## src/common/ads_defs.svh

```systemverilog
`ifndef ADS_DEFS_SVH
`define ADS_DEFS_SVH

// ==============================
// Bus geometry
// ==============================
`define ADS_ADDR_W       16
`define ADS_DATA_W       8
`define ADS_NUM_SLAVES   3
`define ADS_SLAVE_SEL_W  2
// 16 bytes per slave
`define ADS_MEM_AW       4
`define ADS_OFFSET_W     12

// ==============================
// Demo constants
// ==============================
`define ADS_DEMO_OFFSET  12'h010
`define ADS_INIT_PATTERN 8'h00
`define ADS_SYNC_STAGES  2

`endif

```

## src/common/ads_bus_pkg.sv

```systemverilog
`include "ads_defs.svh"

package ads_bus_pkg;

    // Full bus address
    // Layout is {2'b00, slave select, offset}
    typedef logic [`ADS_ADDR_W-1:0] addr_t;

    // One data byte
    typedef logic [`ADS_DATA_W-1:0] data_t;

    // Slave number
    typedef logic [`ADS_SLAVE_SEL_W-1:0] slave_sel_t;

    // Index into a slave memory
    // Low bits of the offset field
    typedef logic [`ADS_MEM_AW-1:0] mem_idx_t;

endpackage

```

## src/common/ads_demo_pkg.sv

```systemverilog
package ads_demo_pkg;

    // Transaction controller states
    typedef enum logic [2:0] {
        DEMO_IDLE     = 3'd0,
        DEMO_START    = 3'd1,
        DEMO_WAIT     = 3'd2,
        DEMO_COMPLETE = 3'd3,
        DEMO_DISPLAY  = 3'd4
    } demo_state_e;

    // Bus direction
    // 1 is write, 0 is read
    typedef logic bus_mode_t;

endpackage

```

## src/fabric/response_mux.sv

```systemverilog
`timescale 1ns/1ps
`include "ads_defs.svh"

module response_mux (
    input  logic                                          clk,
    input  logic                                          rstn,
    input  logic [`ADS_NUM_SLAVES-1:0]                    valid,
    input  logic [`ADS_NUM_SLAVES-1:0]                    ready,
    input  ads_bus_pkg::data_t [`ADS_NUM_SLAVES-1:0]      rdata,
    output logic                                          done,
    output ads_bus_pkg::data_t                            rd_data
);
    import ads_bus_pkg::*;

    // Slave with the request outstanding
    slave_sel_t sel_q;

    always_ff @(posedge clk or negedge rstn) begin
        if (!rstn) begin
            sel_q <= '0;
        end else begin
            // At most one valid bit is set
            for (int i = 0; i < `ADS_NUM_SLAVES; i++) begin
                if (valid[i]) begin
                    sel_q <= slave_sel_t'(i);
                end
            end
        end
    end

    // Pass through from the latched slave
    assign done    = ready[sel_q];
    assign rd_data = rdata[sel_q];

endmodule

```

## src/fabric/slave_decoder.sv

```systemverilog
`timescale 1ns/1ps
`include "ads_defs.svh"

module slave_decoder (
    input  logic                       clk,
    input  logic                       rstn,
    input  logic                       req,
    input  ads_bus_pkg::addr_t         req_addr,
    input  ads_bus_pkg::data_t         req_wdata,
    input  ads_demo_pkg::bus_mode_t    req_mode,
    output logic [`ADS_NUM_SLAVES-1:0] valid,
    output ads_bus_pkg::mem_idx_t      mem_idx,
    output ads_bus_pkg::data_t         wdata,
    output ads_demo_pkg::bus_mode_t    mode
);
    import ads_bus_pkg::*;

    slave_sel_t sel;

    // Select field sits just above the offset
    assign sel = req_addr[`ADS_OFFSET_W +: `ADS_SLAVE_SEL_W];

    always_ff @(posedge clk or negedge rstn) begin
        if (!rstn) begin
            valid <= '0;
        end else begin
            valid <= '0;
            // Unmapped select values are ignored
            if (req && (int'(sel) < `ADS_NUM_SLAVES)) begin
                valid[sel] <= 1'b1;
            end
        end
    end

    // Shared request fields for all slaves
    always_ff @(posedge clk) begin
        if (req) begin
            mem_idx <= req_addr[`ADS_MEM_AW-1:0];
            wdata   <= req_wdata;
            mode    <= req_mode;
        end
    end

    // Bits above the select field are not decoded, so they must be zero
    a_addr_pad_zero: assert property (
        @(posedge clk) disable iff (!rstn)
            req |-> (req_addr[`ADS_ADDR_W-1:`ADS_OFFSET_W+`ADS_SLAVE_SEL_W] == '0)
    );

endmodule

```

## src/fabric/slave_memory.sv

```systemverilog
`timescale 1ns/1ps
`include "ads_defs.svh"

module slave_memory #(
    parameter int MEM_AW = `ADS_MEM_AW
) (
    input  logic                    clk,
    input  logic                    rstn,
    input  logic                    valid,
    input  logic [MEM_AW-1:0]       mem_idx,
    input  ads_bus_pkg::data_t      wdata,
    input  ads_demo_pkg::bus_mode_t mode,
    output logic                    ready,
    output ads_bus_pkg::data_t      rdata
);
    import ads_bus_pkg::*;

    localparam int DEPTH = 2 ** MEM_AW;

    data_t mem [DEPTH];

    // ==============================
    // Storage and response
    // ==============================
    always_ff @(posedge clk or negedge rstn) begin
        if (!rstn) begin
            // Memory reads as zero after reset
            for (int i = 0; i < DEPTH; i++) begin
                mem[i] <= '0;
            end
            ready <= 1'b0;
            rdata <= '0;
        end else begin
            // One cycle latency for every access
            ready <= valid;
            if (valid) begin
                if (mode == 1'b1) begin
                    mem[mem_idx] <= wdata;
                end else begin
                    rdata <= mem[mem_idx];
                end
            end
        end
    end

    // One request in flight, so valid is a single cycle pulse
    a_valid_pulse: assert property (
        @(posedge clk) disable iff (!rstn) valid |=> !valid
    );

endmodule

```

## src/ads_bus_demo.sv

```systemverilog
`timescale 1ns/1ps
`include "ads_defs.svh"

module ads_bus_demo (
    input  logic       clk,
    input  logic       rstn,
    input  logic [1:0] key,
    input  logic [3:0] sw,
    output logic [7:0] led
);
    import ads_bus_pkg::*;
    import ads_demo_pkg::*;

    // Panel to controller
    logic       start_pulse;
    slave_sel_t slave_sel;
    bus_mode_t  mode;
    data_t      pattern;

    // Controller to decoder
    logic      req;
    addr_t     req_addr;
    data_t     req_wdata;
    bus_mode_t req_mode;

    // Decoder to slaves
    logic [`ADS_NUM_SLAVES-1:0] valid;
    mem_idx_t                   mem_idx;
    data_t                      wdata;
    bus_mode_t                  bus_mode;

    // Slaves back to the controller
    logic [`ADS_NUM_SLAVES-1:0]  ready;
    data_t [`ADS_NUM_SLAVES-1:0] rdata;
    logic                        done;
    data_t                       rd_data;

    // ==============================
    // Panel and controller
    // ==============================
    // SW[0] has no function here
    panel_inputs panel_inputs_inst (
        .clk(clk), .rstn(rstn), .key(key), .sw(sw[3:1]),
        .start_pulse(start_pulse), .slave_sel(slave_sel), .mode(mode), .pattern(pattern)
    );

    demo_controller demo_controller_inst (
        .clk(clk), .rstn(rstn), .start_pulse(start_pulse), .slave_sel(slave_sel),
        .mode(mode), .pattern(pattern), .done(done), .rd_data(rd_data), .req(req),
        .req_addr(req_addr), .req_wdata(req_wdata), .req_mode(req_mode), .led(led)
    );

    // ==============================
    // Slave fabric
    // ==============================
    slave_decoder slave_decoder_inst (
        .clk(clk), .rstn(rstn), .req(req), .req_addr(req_addr), .req_wdata(req_wdata),
        .req_mode(req_mode), .valid(valid), .mem_idx(mem_idx), .wdata(wdata), .mode(bus_mode)
    );

    // Identical slaves
    for (genvar i = 0; i < `ADS_NUM_SLAVES; i++) begin : g_slave
        slave_memory slave_memory_inst (
            .clk(clk), .rstn(rstn), .valid(valid[i]), .mem_idx(mem_idx), .wdata(wdata),
            .mode(bus_mode), .ready(ready[i]), .rdata(rdata[i])
        );
    end

    response_mux response_mux_inst (
        .clk(clk), .rstn(rstn), .valid(valid), .ready(ready), .rdata(rdata),
        .done(done), .rd_data(rd_data)
    );

endmodule

```

## src/demo_controller.sv

```systemverilog
`timescale 1ns/1ps
`include "ads_defs.svh"

module demo_controller (
    input  logic                    clk,
    input  logic                    rstn,
    input  logic                    start_pulse,
    input  ads_bus_pkg::slave_sel_t slave_sel,
    input  ads_demo_pkg::bus_mode_t mode,
    input  ads_bus_pkg::data_t      pattern,
    input  logic                    done,
    input  ads_bus_pkg::data_t      rd_data,
    output logic                    req,
    output ads_bus_pkg::addr_t      req_addr,
    output ads_bus_pkg::data_t      req_wdata,
    output ads_demo_pkg::bus_mode_t req_mode,
    output logic [7:0]              led
);
    import ads_bus_pkg::*;
    import ads_demo_pkg::*;

    localparam int PAD_W = `ADS_ADDR_W - `ADS_SLAVE_SEL_W - `ADS_OFFSET_W;

    demo_state_e state;
    slave_sel_t  cap_sel;
    bus_mode_t   cap_mode;
    data_t       rd_q;
    data_t       disp_data;

    // ==============================
    // Transaction FSM
    // ==============================
    always_ff @(posedge clk or negedge rstn) begin
        if (!rstn) begin
            state    <= DEMO_IDLE;
            req      <= 1'b0;
            cap_sel  <= '0;
            cap_mode <= '0;
            led      <= '0;
        end else begin
            // Request is a single cycle strobe
            req <= 1'b0;
            case (state)
                DEMO_IDLE: begin
                    // Presses elsewhere are dropped
                    if (start_pulse) begin
                        cap_sel  <= slave_sel;
                        cap_mode <= mode;
                        state    <= DEMO_START;
                    end
                end
                DEMO_START: begin
                    req   <= 1'b1;
                    state <= DEMO_WAIT;
                end
                DEMO_WAIT: begin
                    // Fixed slave latency, no timeout needed
                    if (done) begin
                        state <= DEMO_COMPLETE;
                    end
                end
                DEMO_COMPLETE: begin
                    led   <= {disp_data[5:0], cap_sel};
                    state <= DEMO_DISPLAY;
                end
                DEMO_DISPLAY: begin
                    state <= DEMO_IDLE;
                end
                default: begin
                    state <= DEMO_IDLE;
                end
            endcase
        end
    end

    // Request fields and returned byte
    always_ff @(posedge clk) begin
        if (state == DEMO_START) begin
            req_addr  <= {{PAD_W{1'b0}}, cap_sel, `ADS_DEMO_OFFSET};
            req_wdata <= pattern;
            req_mode  <= cap_mode;
        end
        if ((state == DEMO_WAIT) && done) begin
            rd_q <= rd_data;
        end
    end

    // Written byte for writes, returned byte for reads
    assign disp_data = (cap_mode == 1'b1) ? req_wdata : rd_q;

    // Only one request in flight, so done lands in WAIT
    a_done_in_wait: assert property (
        @(posedge clk) disable iff (!rstn) done |-> (state == DEMO_WAIT)
    );

endmodule

```

## src/panel_inputs.sv

```systemverilog
`timescale 1ns/1ps
`include "ads_defs.svh"

module panel_inputs (
    input  logic                    clk,
    input  logic                    rstn,
    input  logic [1:0]              key,
    input  logic [2:0]              sw,
    output logic                    start_pulse,
    output ads_bus_pkg::slave_sel_t slave_sel,
    output ads_demo_pkg::bus_mode_t mode,
    output ads_bus_pkg::data_t      pattern
);
    import ads_bus_pkg::*;
    import ads_demo_pkg::*;

    localparam int STAGES = `ADS_SYNC_STAGES;

    // Synchronizer chains, last stage is the stable copy
    logic [STAGES-1:0][1:0] key_sync;
    logic [STAGES-1:0][2:0] sw_sync;
    logic [1:0]             key_prev;
    logic [1:0]             key_fall;
    logic [2:0]             sw_stable;

    // ==============================
    // Synchronizers
    // ==============================
    always_ff @(posedge clk or negedge rstn) begin
        if (!rstn) begin
            // Keys idle high when released
            key_sync <= '1;
            sw_sync  <= '0;
            key_prev <= 2'b11;
            key_fall <= 2'b00;
        end else begin
            key_sync <= {key_sync[STAGES-2:0], key};
            sw_sync  <= {sw_sync[STAGES-2:0], sw};
            key_prev <= key_sync[STAGES-1];
            // High to low on the synchronized key
            key_fall <= key_prev & ~key_sync[STAGES-1];
        end
    end

    assign start_pulse = key_fall[0];
    // Bit 0 is SW[1], kept for the old master select
    assign sw_stable   = sw_sync[STAGES-1];

    // ==============================
    // Switch decode
    // ==============================
    // Code 11 reads back slave 0
    always_comb begin
        if (sw_stable[2:1] == 2'b11) begin
            slave_sel = slave_sel_t'(0);
            mode      = bus_mode_t'(1'b0);
        end else begin
            slave_sel = slave_sel_t'(sw_stable[2:1]);
            mode      = bus_mode_t'(1'b1);
        end
    end

    // Pattern counter, one step per KEY[1] press
    always_ff @(posedge clk or negedge rstn) begin
        if (!rstn) begin
            pattern <= `ADS_INIT_PATTERN;
        end else if (key_fall[1]) begin
            // Wraps from FF to 00
            pattern <= pattern + data_t'(1);
        end
    end

endmodule

```

## config.mk

```make
export PLATFORM = sky130hd
export DESIGN_NAME = ads_bus_demo
export DESIGN_NICKNAME = d
export VERILOG_FILES = /design/src/common/ads_bus_pkg.sv /design/src/common/ads_demo_pkg.sv /design/src/fabric/response_mux.sv /design/src/fabric/slave_decoder.sv /design/src/fabric/slave_memory.sv /design/src/ads_bus_demo.sv /design/src/demo_controller.sv /design/src/panel_inputs.sv
export VERILOG_INCLUDE_DIRS = /design/src /design/src/common
export SDC_FILE = /design/constraint.sdc
export NUM_CORES = 1
export LEC_CHECK = 0
export BUFFER_PORTS_ARGS = -buffer_cell sky130_fd_sc_hd__clkbuf_2
export CORE_MARGIN = 10
export CORE_UTILIZATION = 55
export DETAILED_ROUTE_END_ITERATION = 10
export PLACE_DENSITY = 0.72
export SYNTH_ARGS = -nofsm -noshare
export SYNTH_HDL_FRONTEND = slang
export SYNTH_SLANG_ARGS = --single-unit
export TNS_END_PERCENT = 30
```

## constraint.sdc

```tcl
create_clock -name clk -period 1.95 [get_ports clk]
set_input_delay 0.195 -clock clk [delete_from_list [all_inputs] [get_ports clk]]
set_output_delay 0.195 -clock clk [all_outputs]
set_load 0.02 [all_outputs]
```

## Word level (Yosys, flattened, before mapping)

Index checks and enable logic that the tools add are counted.

| word-level totals | value |
|---|---|
| flip-flop bits (word level) | 119 |
| latch bits | 0 |
| RAM bits | 0 |
| bits in read-only memories | 0 |
| input port bits | 8 |
| output and inout port bits | 8 |
| word-level logic and storage cells | 73 |
| memories kept | 0 |

| cells by class | value |
|---|---|
| add/sub/neg operators | 1 |
| multiply operators | 0 |
| div/mod/pow operators | 0 |
| $lt $le $gt $ge | 4 |
| equal/unequal tests | 6 |
| shifts and indexed selects | 0 |
| muxes and demuxes | 17 |
| bitwise operators | 3 |
| reductions and logical operators | 13 |

Operators by type and width:

| kind | number |
|---|---|
| binary-select mux 8 bit (select 2 bit) | 1 |
| AND reduction 2 bit | 8 |
| 2-to-1 mux 6 bit | 2 |
| case mux 3 bit (4 select lines) | 1 |
| 2-to-1 mux 3 bit | 3 |
| adder 8 x 1 -> 8 bit (second input constant) | 1 |
| 2-to-1 mux 2 bit | 4 |
| equality test 3 x 2 -> 1 bit (second input constant) | 2 |
| < comparator 2 x 3 -> 1 bit (second input constant) | 2 |
| 2-to-1 mux 1 bit | 4 |
| equality test 3 x 1 -> 1 bit (second input constant) | 1 |
| logical AND 1 bit | 3 |
| zero test 3 bit | 1 |
| nonzero test 3 bit | 1 |
| bitwise AND 2 bit | 1 |
| binary-select mux 1 bit (select 2 bit) | 1 |
| demux 1 bit (select 2 bit) | 1 |
| equality test 2 bit (second input constant) | 1 |
| greater-or-equal comparator 2 x 1 -> 1 bit (second input constant) | 1 |
| < comparator 2 bit (second input constant) | 1 |
| != test 2 x 1 -> 1 bit (second input constant) | 1 |
| != test 2 bit (second input constant) | 1 |
| NOT 2 bit | 1 |
| NOT 1 bit | 1 |

## Depth between registers and ports, before layout

Gate-level depths: netlist (run 1).

| depth | value |
|---|---|
| word-level depth | 5 |
| gate-level depth with buffers | 4 |
| mapped depth without buffers | 3 |

## By module

A second synthesis (run 1) with hierarchy kept.

| second synthesis, totals | value |
|---|---|
| cell total of the unflattened synthesis | 1,369 |
| area, all modules | 21,623.2 sq um |

Modules (own cells, without submodules):

| module | instances | cells an instance | area an instance (sq um) | sequential area each (sq um) |
|---|---|---|---|---|
| slave_memory | 3 | 401 | 6,291.0 | 3,428.3 |
| demo_controller | 1 | 75 | 1,306.3 | 885.8 |
| panel_inputs | 1 | 43 | 674.4 | 508.0 |
| slave_decoder | 1 | 19 | 495.5 | 465.4 |
| response_mux | 1 | 29 | 274.0 | 50.0 |

## Worst setup path before layout (run 1)

Ideal clock, no wire load.

| timing path | value |
|---|---|
| kind | register to register |
| from | register demo_controller_inst.state[1] |
| to | register demo_controller_inst.req_addr[12], enable pin |
| setup time | 391 ps |
| data arrival time | 1,223 ps |
| data required time | 1,559 ps |
| slack | 337 ps |
| stages on the path, launching flop included | 2 |
| path buffers | 0 |
| period minus slack after synthesis | 1,613 ps |
| cell sequence | dfrtp_1 -> nor3b_1 |

| on the way | value |
|---|---|
| word-level cells in the longest chain between the ends | 1 |

RTL lines:

| item | RTL line | RTL |
|---|---|---|
| start, declared | demo_controller.sv:24 | `demo_state_e state;` |
| start signal, assigned | demo_controller.sv:35 | `state <= DEMO_IDLE;` |
| start signal, assigned | demo_controller.sv:49 | `state <= DEMO_START;` |
| start signal, assigned | demo_controller.sv:54 | `state <= DEMO_WAIT;` |
| equality test 3 x 1 -> 1 bit | demo_controller.sv:78 | `if (state == DEMO_START) begin` |
| end signal, assigned | demo_controller.sv:79 | `` req_addr <= {{PAD_W{1'b0}}, cap_sel, `ADS_DEMO_OFFSET}; `` |
| end, declared | demo_controller.sv:14 | `output ads_bus_pkg::addr_t req_addr,` |

Every way passes these cells.
A chain may end at the register's enable or synchronous reset.

## Worst setup path in the final report (run 1)

| timing path | value |
|---|---|
| from | register response_mux_inst.sel_q[1] |
| to | register demo_controller_inst.rd_q[3], enable pin |

| on the way | value |
|---|---|
| word-level cells in the longest chain between the ends | 3 |

RTL lines:

| item | RTL line | RTL |
|---|---|---|
| start, declared | response_mux.sv:16 | `slave_sel_t sel_q;` |
| start signal, assigned | response_mux.sv:25 | `sel_q <= slave_sel_t'(i);` |
| binary-select mux 1 bit (select 2 bit) | response_mux.sv:32 | `assign done = ready[sel_q];` |
| 2-to-1 mux 1 bit (implied by the code) | response_mux.sv:32 |  |
| logical AND 1 bit | demo_controller.sv:83 | `if ((state == DEMO_WAIT) && done) begin` |
| end signal, assigned | demo_controller.sv:84 | `rd_q <= rd_data;` |
| end, declared | demo_controller.sv:27 | `data_t rd_q;` |

Every way passes these cells. The select of a mux whose other input is x is not followed.

==> out/metrics.yaml, run 1 <==
status: "completed"
syn_nets: 240
drtPass1Iterations: 4
insertedDiodeCount: 0
synth_cell_types: 29
cts_tree: "done"
hold_violations: 0
synth_top_cell_by_area: "dfrtp_1"
avgSynthCellArea_sq_um: 15.6
place_congestion: 0.728
max-cap-violations: 0
hp-class: "in -> async"
syn-cell-area_sq_mm: 0.00361
viasPerCell: 5.20
grt_pass1_wl_mm: 8.82
grt_util_met2_pct: 16.9
design_area_sq_mm: 0.00404
worstSetupPathType: "reg -> reg"
cts_htree_levels: 3
grt_max_degree: 40
drt_iter0_markers: 56
dieHeight_um: 101
cts.clk_slew.worst_paths_ns: 0.10
grt_use_total_pct: 11.1
min_period_ns: 1.50
post-place-cells: 321
synthTopCellsByCount: "dfrtp_1 (71), mux2_2 (39), edfxtp_1 (22)"
nNetsFinal: 269
num_vias: 1779
critPathCaptureType: "flip-flop"
hold_slack_ns: 0.344
crit_path_start: "response_mux_inst.sel_q[1]"
crit_required_ns: 2.04
synthCells: 231
slew_headroom_pct: 65.0
reg2reg_from: "response_mux_inst.sel_q[1]"
post-synth-top-count-cell: "dfrtp_1"
stdcell_count: 342
grt_overflow: 0
grtUsageMet3_pct: 4.32
syn2layout_area_growth_pct: 11.7
setup_viol: 0
postCtsSetupRepairBufs: 0
gr-usage-met1_pct: 14.3
multi_input_area_sq_um: 962
crit_arrival_ns: 1.59
fmax_ghz: 0.667
antenna_found_initial: 0
yosysSeqAreaShare_pct: 71.8
r2r_end: "demo_controller_inst.rd_q[3]"
worst_slew_pin_slew_ns: 0.525
ys_ff_latch: 99
synth_area_leaders: "dfrtp_1 (49%), edfxtp_1 (18%), mux2_2 (12%)"
num_rows: 29
yosysWarnings: 0
p_total_mw: 5.67
crit_end: "demo_controller_inst.rd_q[3]"
clock_tree.root_cell: "clkbuf_8"
clock_sinks: 99
io_buffers: 13
ir_worst_vdd_v: 0.000835
cellPowerDensity_mw_per_mm2: 1400
coreArea_sq_mm: 0.00635
hpwl_mm: 3.71
cp_max_fo: 6
cts_resized: 0
fillers: 449
drive_above_1_share_pct: 31.3
grt_setup_unrepaired: "false"
dpl_cell_area_sq_mm: 0.00380
cts_buffers: 9
fin_setup_tns_ns: 0
synth_top_area_share_pct: 49.2
grt_pass1_vias: 1839
dieArea_sq_mm: 0.0102
pin_count: 16
p_leak_nw: 1.84
clock_skew_ns: 0.00691
cts_max_path_buffers: 2
ant_nets: 0
insertion_delay_ns: 0.36
synthArstFlopShare_pct: 77.8
synth_ff_type: "dfrtp_1"
die_x_um: 101
rr_worst_depth: 4
reg2reg_slack_ns: 0.45
wirelength_mm: 5.22
timing.critical_path.from_type: "flip-flop"
drc_errors: 0
final_max_slew_viol_count: 0
top_usage_layer: "met2"
min_period_over_period_pct: 76.9
start_util_pct: 56.9
routedWlPerCell_um: 15.3
synth_edf_count: 22
final-seq-area_sq_mm: 0.00259
-- layer usage --
metal	share of wire (%)	vias up	routed length [um]
li1	-	863	-
met4	1.5	0	77
met3	3.4	13	177
met5	0	-	0
met2	47	24	2480
met1	48	879	2490
-- cells by family (layout without fill, tap and decap cells) --
family                   count (synthesis)  count (layout)  synth area share [%]
AO/OA/AOI/OAI                           21              21                  3.39
flip-flops                              99              99                  71.8
adder cells (fa/ha/maj)                  1               1                 0.346
AND/OR/NAND/NOR                         43              43                  5.96
multiplexers                            51              51                  15.5
XOR/XNOR                                 6               6                  1.45
buffers and inverters                   10              44                  1.56
-- worst min-delay path by stage --
stage                                             start                                     to  slack, ns  cells after the start
after floorplan                                    rstn          demo_controller_inst.cap_mode      -0.10                      0
after global placement                             rstn  g_slave[2].slave_memory_inst.rdata[5]       0.20                      1
after detailed placement                           rstn  g_slave[1].slave_memory_inst.mem[125]       0.21                      1
after CTS                                          rstn  g_slave[1].slave_memory_inst.mem[121]       0.36                      2
after global routing      panel_inputs_inst.key_sync[1]          panel_inputs_inst.key_sync[3]       0.37                      0
final                                              rstn  g_slave[2].slave_memory_inst.mem[125]       0.34                      2
-- flip-flops by register name, indices dropped and copies added, names as in the netlist --
register and cells:
demo_controller_inst.cap_sel 2, response_mux_inst.sel_q 2, demo_controller_inst.cap_mode 1, panel_inputs_inst.key_fall 2, g_slave.slave_memory_inst.mem 18, slave_decoder_inst.valid 3, panel_inputs_inst.key_prev 2, slave_decoder_inst.mode 1
demo_controller_inst.req_mode 1, demo_controller_inst.led 8, demo_controller_inst.state 3, panel_inputs_inst.pattern 6, g_slave.slave_memory_inst.ready 3, demo_controller_inst.req_addr 2, demo_controller_inst.req 1, demo_controller_inst.req_wdata 6
panel_inputs_inst.sw_sync 2, demo_controller_inst.rd_q 6, slave_decoder_inst.wdata 6, g_slave.slave_memory_inst.rdata 18, panel_inputs_inst.sw_stable 2, panel_inputs_inst.key_sync 4
-- cell type report --
cell class / count / share of cell area, %
tap: 77 / 2.39
timing repair buffer: 25 / 4.53
multi-input combinational: 122 / 23.8
clock buffer: 9 / 3.07
inverter: 3 / 0.279
sequential: 99 / 64.3
clock inverter: 7 / 1.61
-- power by group --
part	switching, mW	internal [mW]	leakage [nW]	total, mW
logic	0.556	0.606	0.539	1.16
registers	0.435	2.83	1.20	3.27
clock network	0.741	0.499	0.0999	1.24
-- per-stage QoR --
step / util, % / setup WS [ns]
final: 63.6 / 0.450
after global routing: 63.6 / 0.373
after CTS: 63.6 / 0.431
after detailed placement: 59.8 / 0.450
after global placement: 59.8 / 0.429
after floorplan: - / 0.337
-- timing repair --
item,in CTS,in global routing
setup endpoints to repair,0,0
endpoints found under the hold margin,42,0
hold buffers,5,0
-- worst max-delay path, stage by stage (launching register included) --
cell	delay [ns]
dfrtp_1	0.38
nand2b_1	0.15
a2111o_1	0.42
nor2_1	0.12
buf_4	0.16
-- layout by cell type (no fill, tap or decap), types with 4 or more instances in the layout --
cell,instances
buf_4,7
clkbuf_2,12
clkbuf_8,9
dfrtp_1,71
dfstp_2,6
dlygate4sd3_1,5
edfxtp_1,22
mux2_2,39
mux2i_1,12
nand2_1,20
nor2_1,7
nor2b_1,6
o21ai_0,13
xnor2_1,4
(Power assumes the default switching activity.)
==> inputs of run 2 (changes only) <==
Settings changed: CORE_UTILIZATION 55 to 54, PLACE_DENSITY 0.72 to 0.74.
Clock period 1.95 ns to 1.3 ns, I/O delays scaled along.
==> out/metrics.yaml, run 2 (synthesized netlist as in run 1, its figures left out) <==
start_util_pct: 56.3  # was 56.9%
hpwl_mm: 4.02  # was 3.71 mm
drt_iter0_markers: 49  # was 56
fmax_ghz: 0.698  # was 0.667 GHz
drc_errors: 0  # unchanged
hp-class: "in -> async"  # unchanged
post-place-cells: 328  # was 321
drive_above_1_share_pct: 35.3  # was 31.3%
num_vias: 1835  # was 1779
violations: "negative setup slack"
die_x_um: 102  # was 101 um
fin_ws_ns: -0.132  # was 0.450 ns
clock_tree.root_cell: "clkbuf_8"  # unchanged
cts_buffers: 9  # unchanged
cp_max_fo: 6  # unchanged
coreArea_sq_mm: 0.00642  # was 0.00635 sq mm
grt_pass1_vias: 1871  # was 1839
min_period_over_period_pct: 110  # was 76.9%
min_period_ns: 1.43  # was 1.50 ns
grt_overflow: 0  # unchanged
grt_setup_unrepaired: "true"  # was false
place_congestion: 0.774  # was 0.728
cts_htree_levels: 3  # unchanged
worstSetupPathType: "reg -> reg"  # unchanged
p_leak_nw: 1.89  # was 1.84 nW
grt_max_degree: 41  # was 40
status: "finished, violations left"  # was completed
critPathCaptureType: "flip-flop"  # unchanged
grt_pass1_wl_mm: 9.40  # was 8.82 mm
reg_top3: "g_slave.slave_memory_inst.mem (18), g_slave.slave_memory_inst.rdata (18), demo_controller_inst.led (8)"  # unchanged
routedWlPerCell_um: 16.3  # was 15.3 um
setup_viol: 6  # was 0
num_rows: 29  # unchanged
syn2layout_area_growth_pct: 14.3  # was 11.7%
ant_nets: 0  # unchanged
dieHeight_um: 102  # was 101 um
pin_count: 16  # unchanged
timing.critical_path.from_type: "flip-flop"  # unchanged
cts.clk_slew.worst_paths_ns: 0.09  # was 0.10 ns
fin_setup_tns_ns: -0.772  # was 0 ns
antenna_found_initial: 0  # unchanged
cts_max_path_buffers: 2  # unchanged
viasPerCell: 5.26  # was 5.20
final_max_slew_viol_count: 0  # unchanged
clock_skew_ns: 0.00993  # was 0.00691 ns
nNetsFinal: 276  # was 269
drtPass1Iterations: 4  # unchanged
grt_use_total_pct: 12.0  # was 11.1%
final_cell_mix: "dfrtp_1 (71), mux2_2 (39), edfxtp_1 (22)"  # unchanged
ir_worst_vdd_v: 0.00132  # was 0.000835 V
slew_headroom_pct: 72.9  # was 65.0%
wirelength_mm: 5.68  # was 5.22 mm
worst_slew_pin_slew_ns: 0.406  # was 0.525 ns
io_buffers: 13  # unchanged
crit_required_ns: 1.38  # was 2.04 ns
stdcell_count: 349  # was 342
dieArea_sq_mm: 0.0104  # was 0.0102 sq mm
final_common_cell: "dfrtp_1"  # unchanged
insertedDiodeCount: 0  # unchanged
cellPowerDensity_mw_per_mm2: 2120  # was 1400 mW/mm^2
crit_arrival_ns: 1.51  # was 1.59 ns
hold_violations: 0  # unchanged
max-cap-violations: 0  # unchanged
cts_tree: "done"  # unchanged
clock_sinks: 99  # unchanged
insertion_delay_ns: 0.37  # was 0.36 ns
run 2: changes by cell type in the layout (fill, tap and decap cells not counted), moves of 3 or more:
cell,before,now
buf_4,7,13
nand2_1,20,17
nand2_2,0,3
o21ai_0,13,9
o21ai_1,2,6
run 2: layout make-up:
cell class / count / area (sq um)
Clock buffer: 9 / 124
Sequential cell: 99 / 2590
Multi-Input combinational cell: 122 / 993
Timing Repair Buffer: 32 / 239
Fill cell: 460 / 2290
Tap cell: 77 / 96.3
Clock inverter: 7 / 70.1
Inverter: 3 / 11.3
run 2: path summary, 6_finish.rpt:
check                                               from  slack (ns)                                  to  cells after the start
setup / recovery              response_mux_inst.sel_q[1]       -0.13        demo_controller_inst.rd_q[1]                      4
hold / removal                                      rstn        0.23  g_slave[2].slave_memory_inst.ready                      2
setup reg to reg              response_mux_inst.sel_q[1]       -0.13        demo_controller_inst.rd_q[1]                      4
hold reg to reg            panel_inputs_inst.key_sync[0]        0.36       panel_inputs_inst.key_sync[2]                      0
max in group asynchronous                           rstn        0.54       panel_inputs_inst.key_prev[1]                      3
min in group clk           panel_inputs_inst.key_sync[0]        0.36       panel_inputs_inst.key_sync[2]                      0
run 2: critical path, stage by stage, from the launching register on:
cell and delay [ns]:
dfrtp_1 0.39, nand2b_4 0.13, a2111o_1 0.37, nor2_1 0.09, buf_4 0.17
run 2: per-stage QoR:
step	setup WS [ns]	area (sq um)	hold slack (ns)	util (%)	power (mW)
detailed placement	-0.186	3850	0.0972	60.0	6.88
floorplan	-0.243	3620	-0.166	-	6.13
global placement	-0.189	3850	0.0968	60.0	6.77
global route	-0.221	4130	0.260	64.3	9.29
CTS	-0.130	4110	0.244	63.9	8.79
finish	-0.132	4130	0.235	64.3	8.75
run 2: per-layer routing:
metal | routed length (um) | global-route usage, % | vias to the layer above
li1 | - | - | 882
met1 | 2620 | 15.4 | 921
met2 | 2760 | 18.6 | 24
met3 | 228 | 4.22 | 8
met4 | 71 | 3.96 | 0
met5 | 0 | 0 | -
run 2: timing repair:
action | 4_1_cts | 5_1_grt
gates resized for setup | 1 | 10
hold buffers | 5 | 0
endpoints found under the hold margin | 31 | 0
buffers inserted | 0 | 0
cloned | 0 | 0
setup endpoints to repair | 7 | 32
pin swaps | 3 | 3
run 2: where the power goes:
group / internal, mW / switching, mW
Clock: 0.752 / 1.13
Sequential: 4.25 / 0.646
Combinational: 1.04 / 0.935
==> inputs of run 3 (changes only) <==
Settings changed: SETUP_SLACK_MARGIN from default to 0.15.
==> out/metrics.yaml, run 3 (synthesized netlist as in run 1, its figures left out) <==
viasPerCell: 5.37  # was 5.26
wl_met3_um: 264  # was 228 um
final_cell_mix: "dfrtp_1 (69), mux2_4 (26), edfxtp_1 (22)"  # was dfrtp_1 (71), mux2_2 (39), edfxtp_1 (22)
cts_buffers: 9  # unchanged
max-cap-violations: 0  # unchanged
cellPowerDensity_mw_per_mm2: 2140  # was 2120 mW/mm^2
critPathCaptureType: "flip-flop"  # unchanged
status: "finished, violations left"  # unchanged
p_leak_nw: 1.98  # was 1.89 nW
reg_top3: "g_slave.slave_memory_inst.mem (18), g_slave.slave_memory_inst.rdata (18), demo_controller_inst.led (8)"  # unchanged
power.internal_mw: 6.37  # was 6.04 mW
dieArea_sq_mm: 0.0104  # unchanged
cts.clk_slew.worst_paths_ns: 0.09  # about the same
wl_met2_mm: 2.96  # was 2.76 mm
grt_setup_unrepaired: "true"  # unchanged
grt_pass1_wl_mm: 10.1  # was 9.40 mm
worst-path-buf-inv: 2  # was 1
pin_count: 16  # unchanged
highest_layer: "met4"  # unchanged
hold_slack_ns: 0.330  # was 0.235 ns
timing.critical_path.from_type: "flip-flop"  # unchanged
fmax_ghz: 0.688  # was 0.698 GHz
grt_max_degree: 78  # was 41
cpLargestDelayFamily: "flip-flops"  # unchanged
p_clk_share_pct: 20.2  # was 21.5%
hp-class: "in -> async"  # unchanged
final_common_cell: "dfrtp_1"  # unchanged
num_vias: 1880  # was 1835
cts_max_path_buffers: 2  # unchanged
ir_worst_vdd_v: 0.00135  # was 0.00132 V
num_rows: 29  # unchanged
place_congestion: 0.748  # was 0.774
design_area_sq_mm: 0.00435  # was 0.00413 sq mm
insertedDiodeCount: 0  # unchanged
hold_violations: 0  # unchanged
drtPass1Iterations: 6  # was 4
clock_sinks: 99  # unchanged
syn2layout_area_growth_pct: 20.5  # was 14.3%
slowest_delay_ns: 0.39  # about the same
dpl_cell_area_sq_mm: 0.00387  # was 0.00385 sq mm
setup_viol: 6  # unchanged
drc_errors: 0  # unchanged
min_period_ns: 1.45  # was 1.43 ns
grt_use_total_pct: 12.7  # was 12.0%
worst_path_max_delay_cell: "dfrtp_1"  # unchanged
worst_slew_pin_slew_ns: 0.397  # was 0.406 ns
crit_arrival_ns: 1.52  # was 1.51 ns
coreArea_sq_mm: 0.00642  # unchanged
die_x_um: 102  # unchanged
dieHeight_um: 102  # unchanged
io_buffers: 13  # unchanged
fin_util_pct: 67.8  # was 64.3%
p_total_mw: 9.32  # was 8.75 mW
nNetsFinal: 277  # was 276
cts_tree: "done"  # unchanged
crit_chain: "buf_4 -> nor2b_1 -> a211oi_1 -> buf_4 -> nor2_4"  # was nand2b_4 -> a2111o_1 -> nor2_1 -> buf_4
comb_power_share_pct: 26.3  # was 22.5%
p_switching_mw: 2.96  # was 2.71 mW
final_max_slew_viol_count: 0  # unchanged
antenna_found_initial: 0  # unchanged
power_frac_seq_pct: 53.6  # was 55.9%
routedWlPerCell_um: 17.5  # was 16.3 um
min_period_over_period_pct: 112  # was 110%
drive_above_1_share_pct: 43.6  # was 35.3%
drt_iter0_markers: 78  # was 49
crit_path_frequent_cell: "buf_4"
slew_headroom_pct: 73.6  # was 72.9%
start_util_pct: 56.3  # unchanged
grt_pass1_vias: 2001  # was 1871
cp_max_fo: 10  # was 6
grt_overflow: 0  # unchanged
insertion_delay_ns: 0.37  # about the same
violations: "negative setup slack"  # unchanged
worstSetupPathType: "reg -> reg"  # unchanged
wl_met1_mm: 2.83  # was 2.62 mm
hpwl_mm: 3.87  # was 4.02 mm
clock_skew_ns: 0.0163  # was 0.00993 ns
crit_required_ns: 1.36  # was 1.38 ns
ant_nets: 0  # unchanged
cts_htree_levels: 3  # unchanged
fin_ws_ns: -0.154  # was -0.132 ns
clock_tree.root_cell: "clkbuf_8"  # unchanged
wirelength_mm: 6.12  # was 5.68 mm
p_sw_share_pct: 31.7  # was 31.0%
run 3: cell count changes in the layout (fill, tap and decap cells not counted), moves of 6 or more:
cell     before  now
mux2_4        0   26
nand2_1      17    7
buf_4        13    7
o21ai_2       0    8
mux2_2       39   13
nand2_2       3   10
o21ai_0       9    1
buf_6         1    7
run 3: power groups by stage:
stage	clock network [mW]	registers (mW)	logic, mW
after floorplan	0	4.88	1.30
after global placement	0	4.93	1.89
after detailed placement	0	4.98	1.97
after CTS	1.92	4.96	2.34
after global routing	2.03	5.13	2.66
final	1.88	4.99	2.45
run 3: through the flow:
step                      TNS (ns)  setup WS (ns)  std cells
after floorplan             -0.551        -0.0816        231
after global placement      -0.847         -0.140        326
after detailed placement     -1.19         -0.193        326
after CTS                   -0.987         -0.165        350
after global routing         -1.74         -0.209        350
final                       -0.910         -0.154        350
run 3: final timing paths:
check / from / to / slack (ns) / depth (start not counted)
min in group clk: panel_inputs_inst.sw_sync[1] / panel_inputs_inst.sw_stable[1] / 0.36 / 0
worst max register to register: response_mux_inst.sel_q[1] / demo_controller_inst.rd_q[2] / -0.15 / 5
worst min register to register: panel_inputs_inst.sw_sync[1] / panel_inputs_inst.sw_stable[1] / 0.36 / 0
max in group asynchronous: rstn / panel_inputs_inst.key_sync[1] / 0.64 / 3
worst min-delay path: rstn / response_mux_inst.sel_q[0] / 0.33 / 3
worst max-delay path: response_mux_inst.sel_q[1] / demo_controller_inst.rd_q[2] / -0.15 / 5
run 3: area by class of cell:
class	count	area (sq um)
Fill cell	428	2070
Clock inverter	7	67.6
Sequential cell	99	2600
Multi-Input combinational cell	122	1170
Inverter	3	11.3
Clock buffer	9	124
Tap cell	77	96.3
Timing Repair Buffer	33	282
run 3: tightest hold or removal path, stage by stage:
cell and delay [ns]:
dlygate4sd3_1 0.53, buf_4 0.11, buf_12 0.33
run 3: routing by layer:
metal  global-route usage, %  vias up
met4                    4.95        0
li1                        -      883
met5                       0        -
met1                    16.3      957
met3                    4.22        8
met2                    19.5       32
run 3: timing repair:
item	CTS	global route
gates cloned	0	0
buffers inserted	3	0
hold endpoints to repair	75	0
pin swaps	17	10
hold buffers	5	0
endpoints found under the setup margin	69	70
resized for setup	55	20
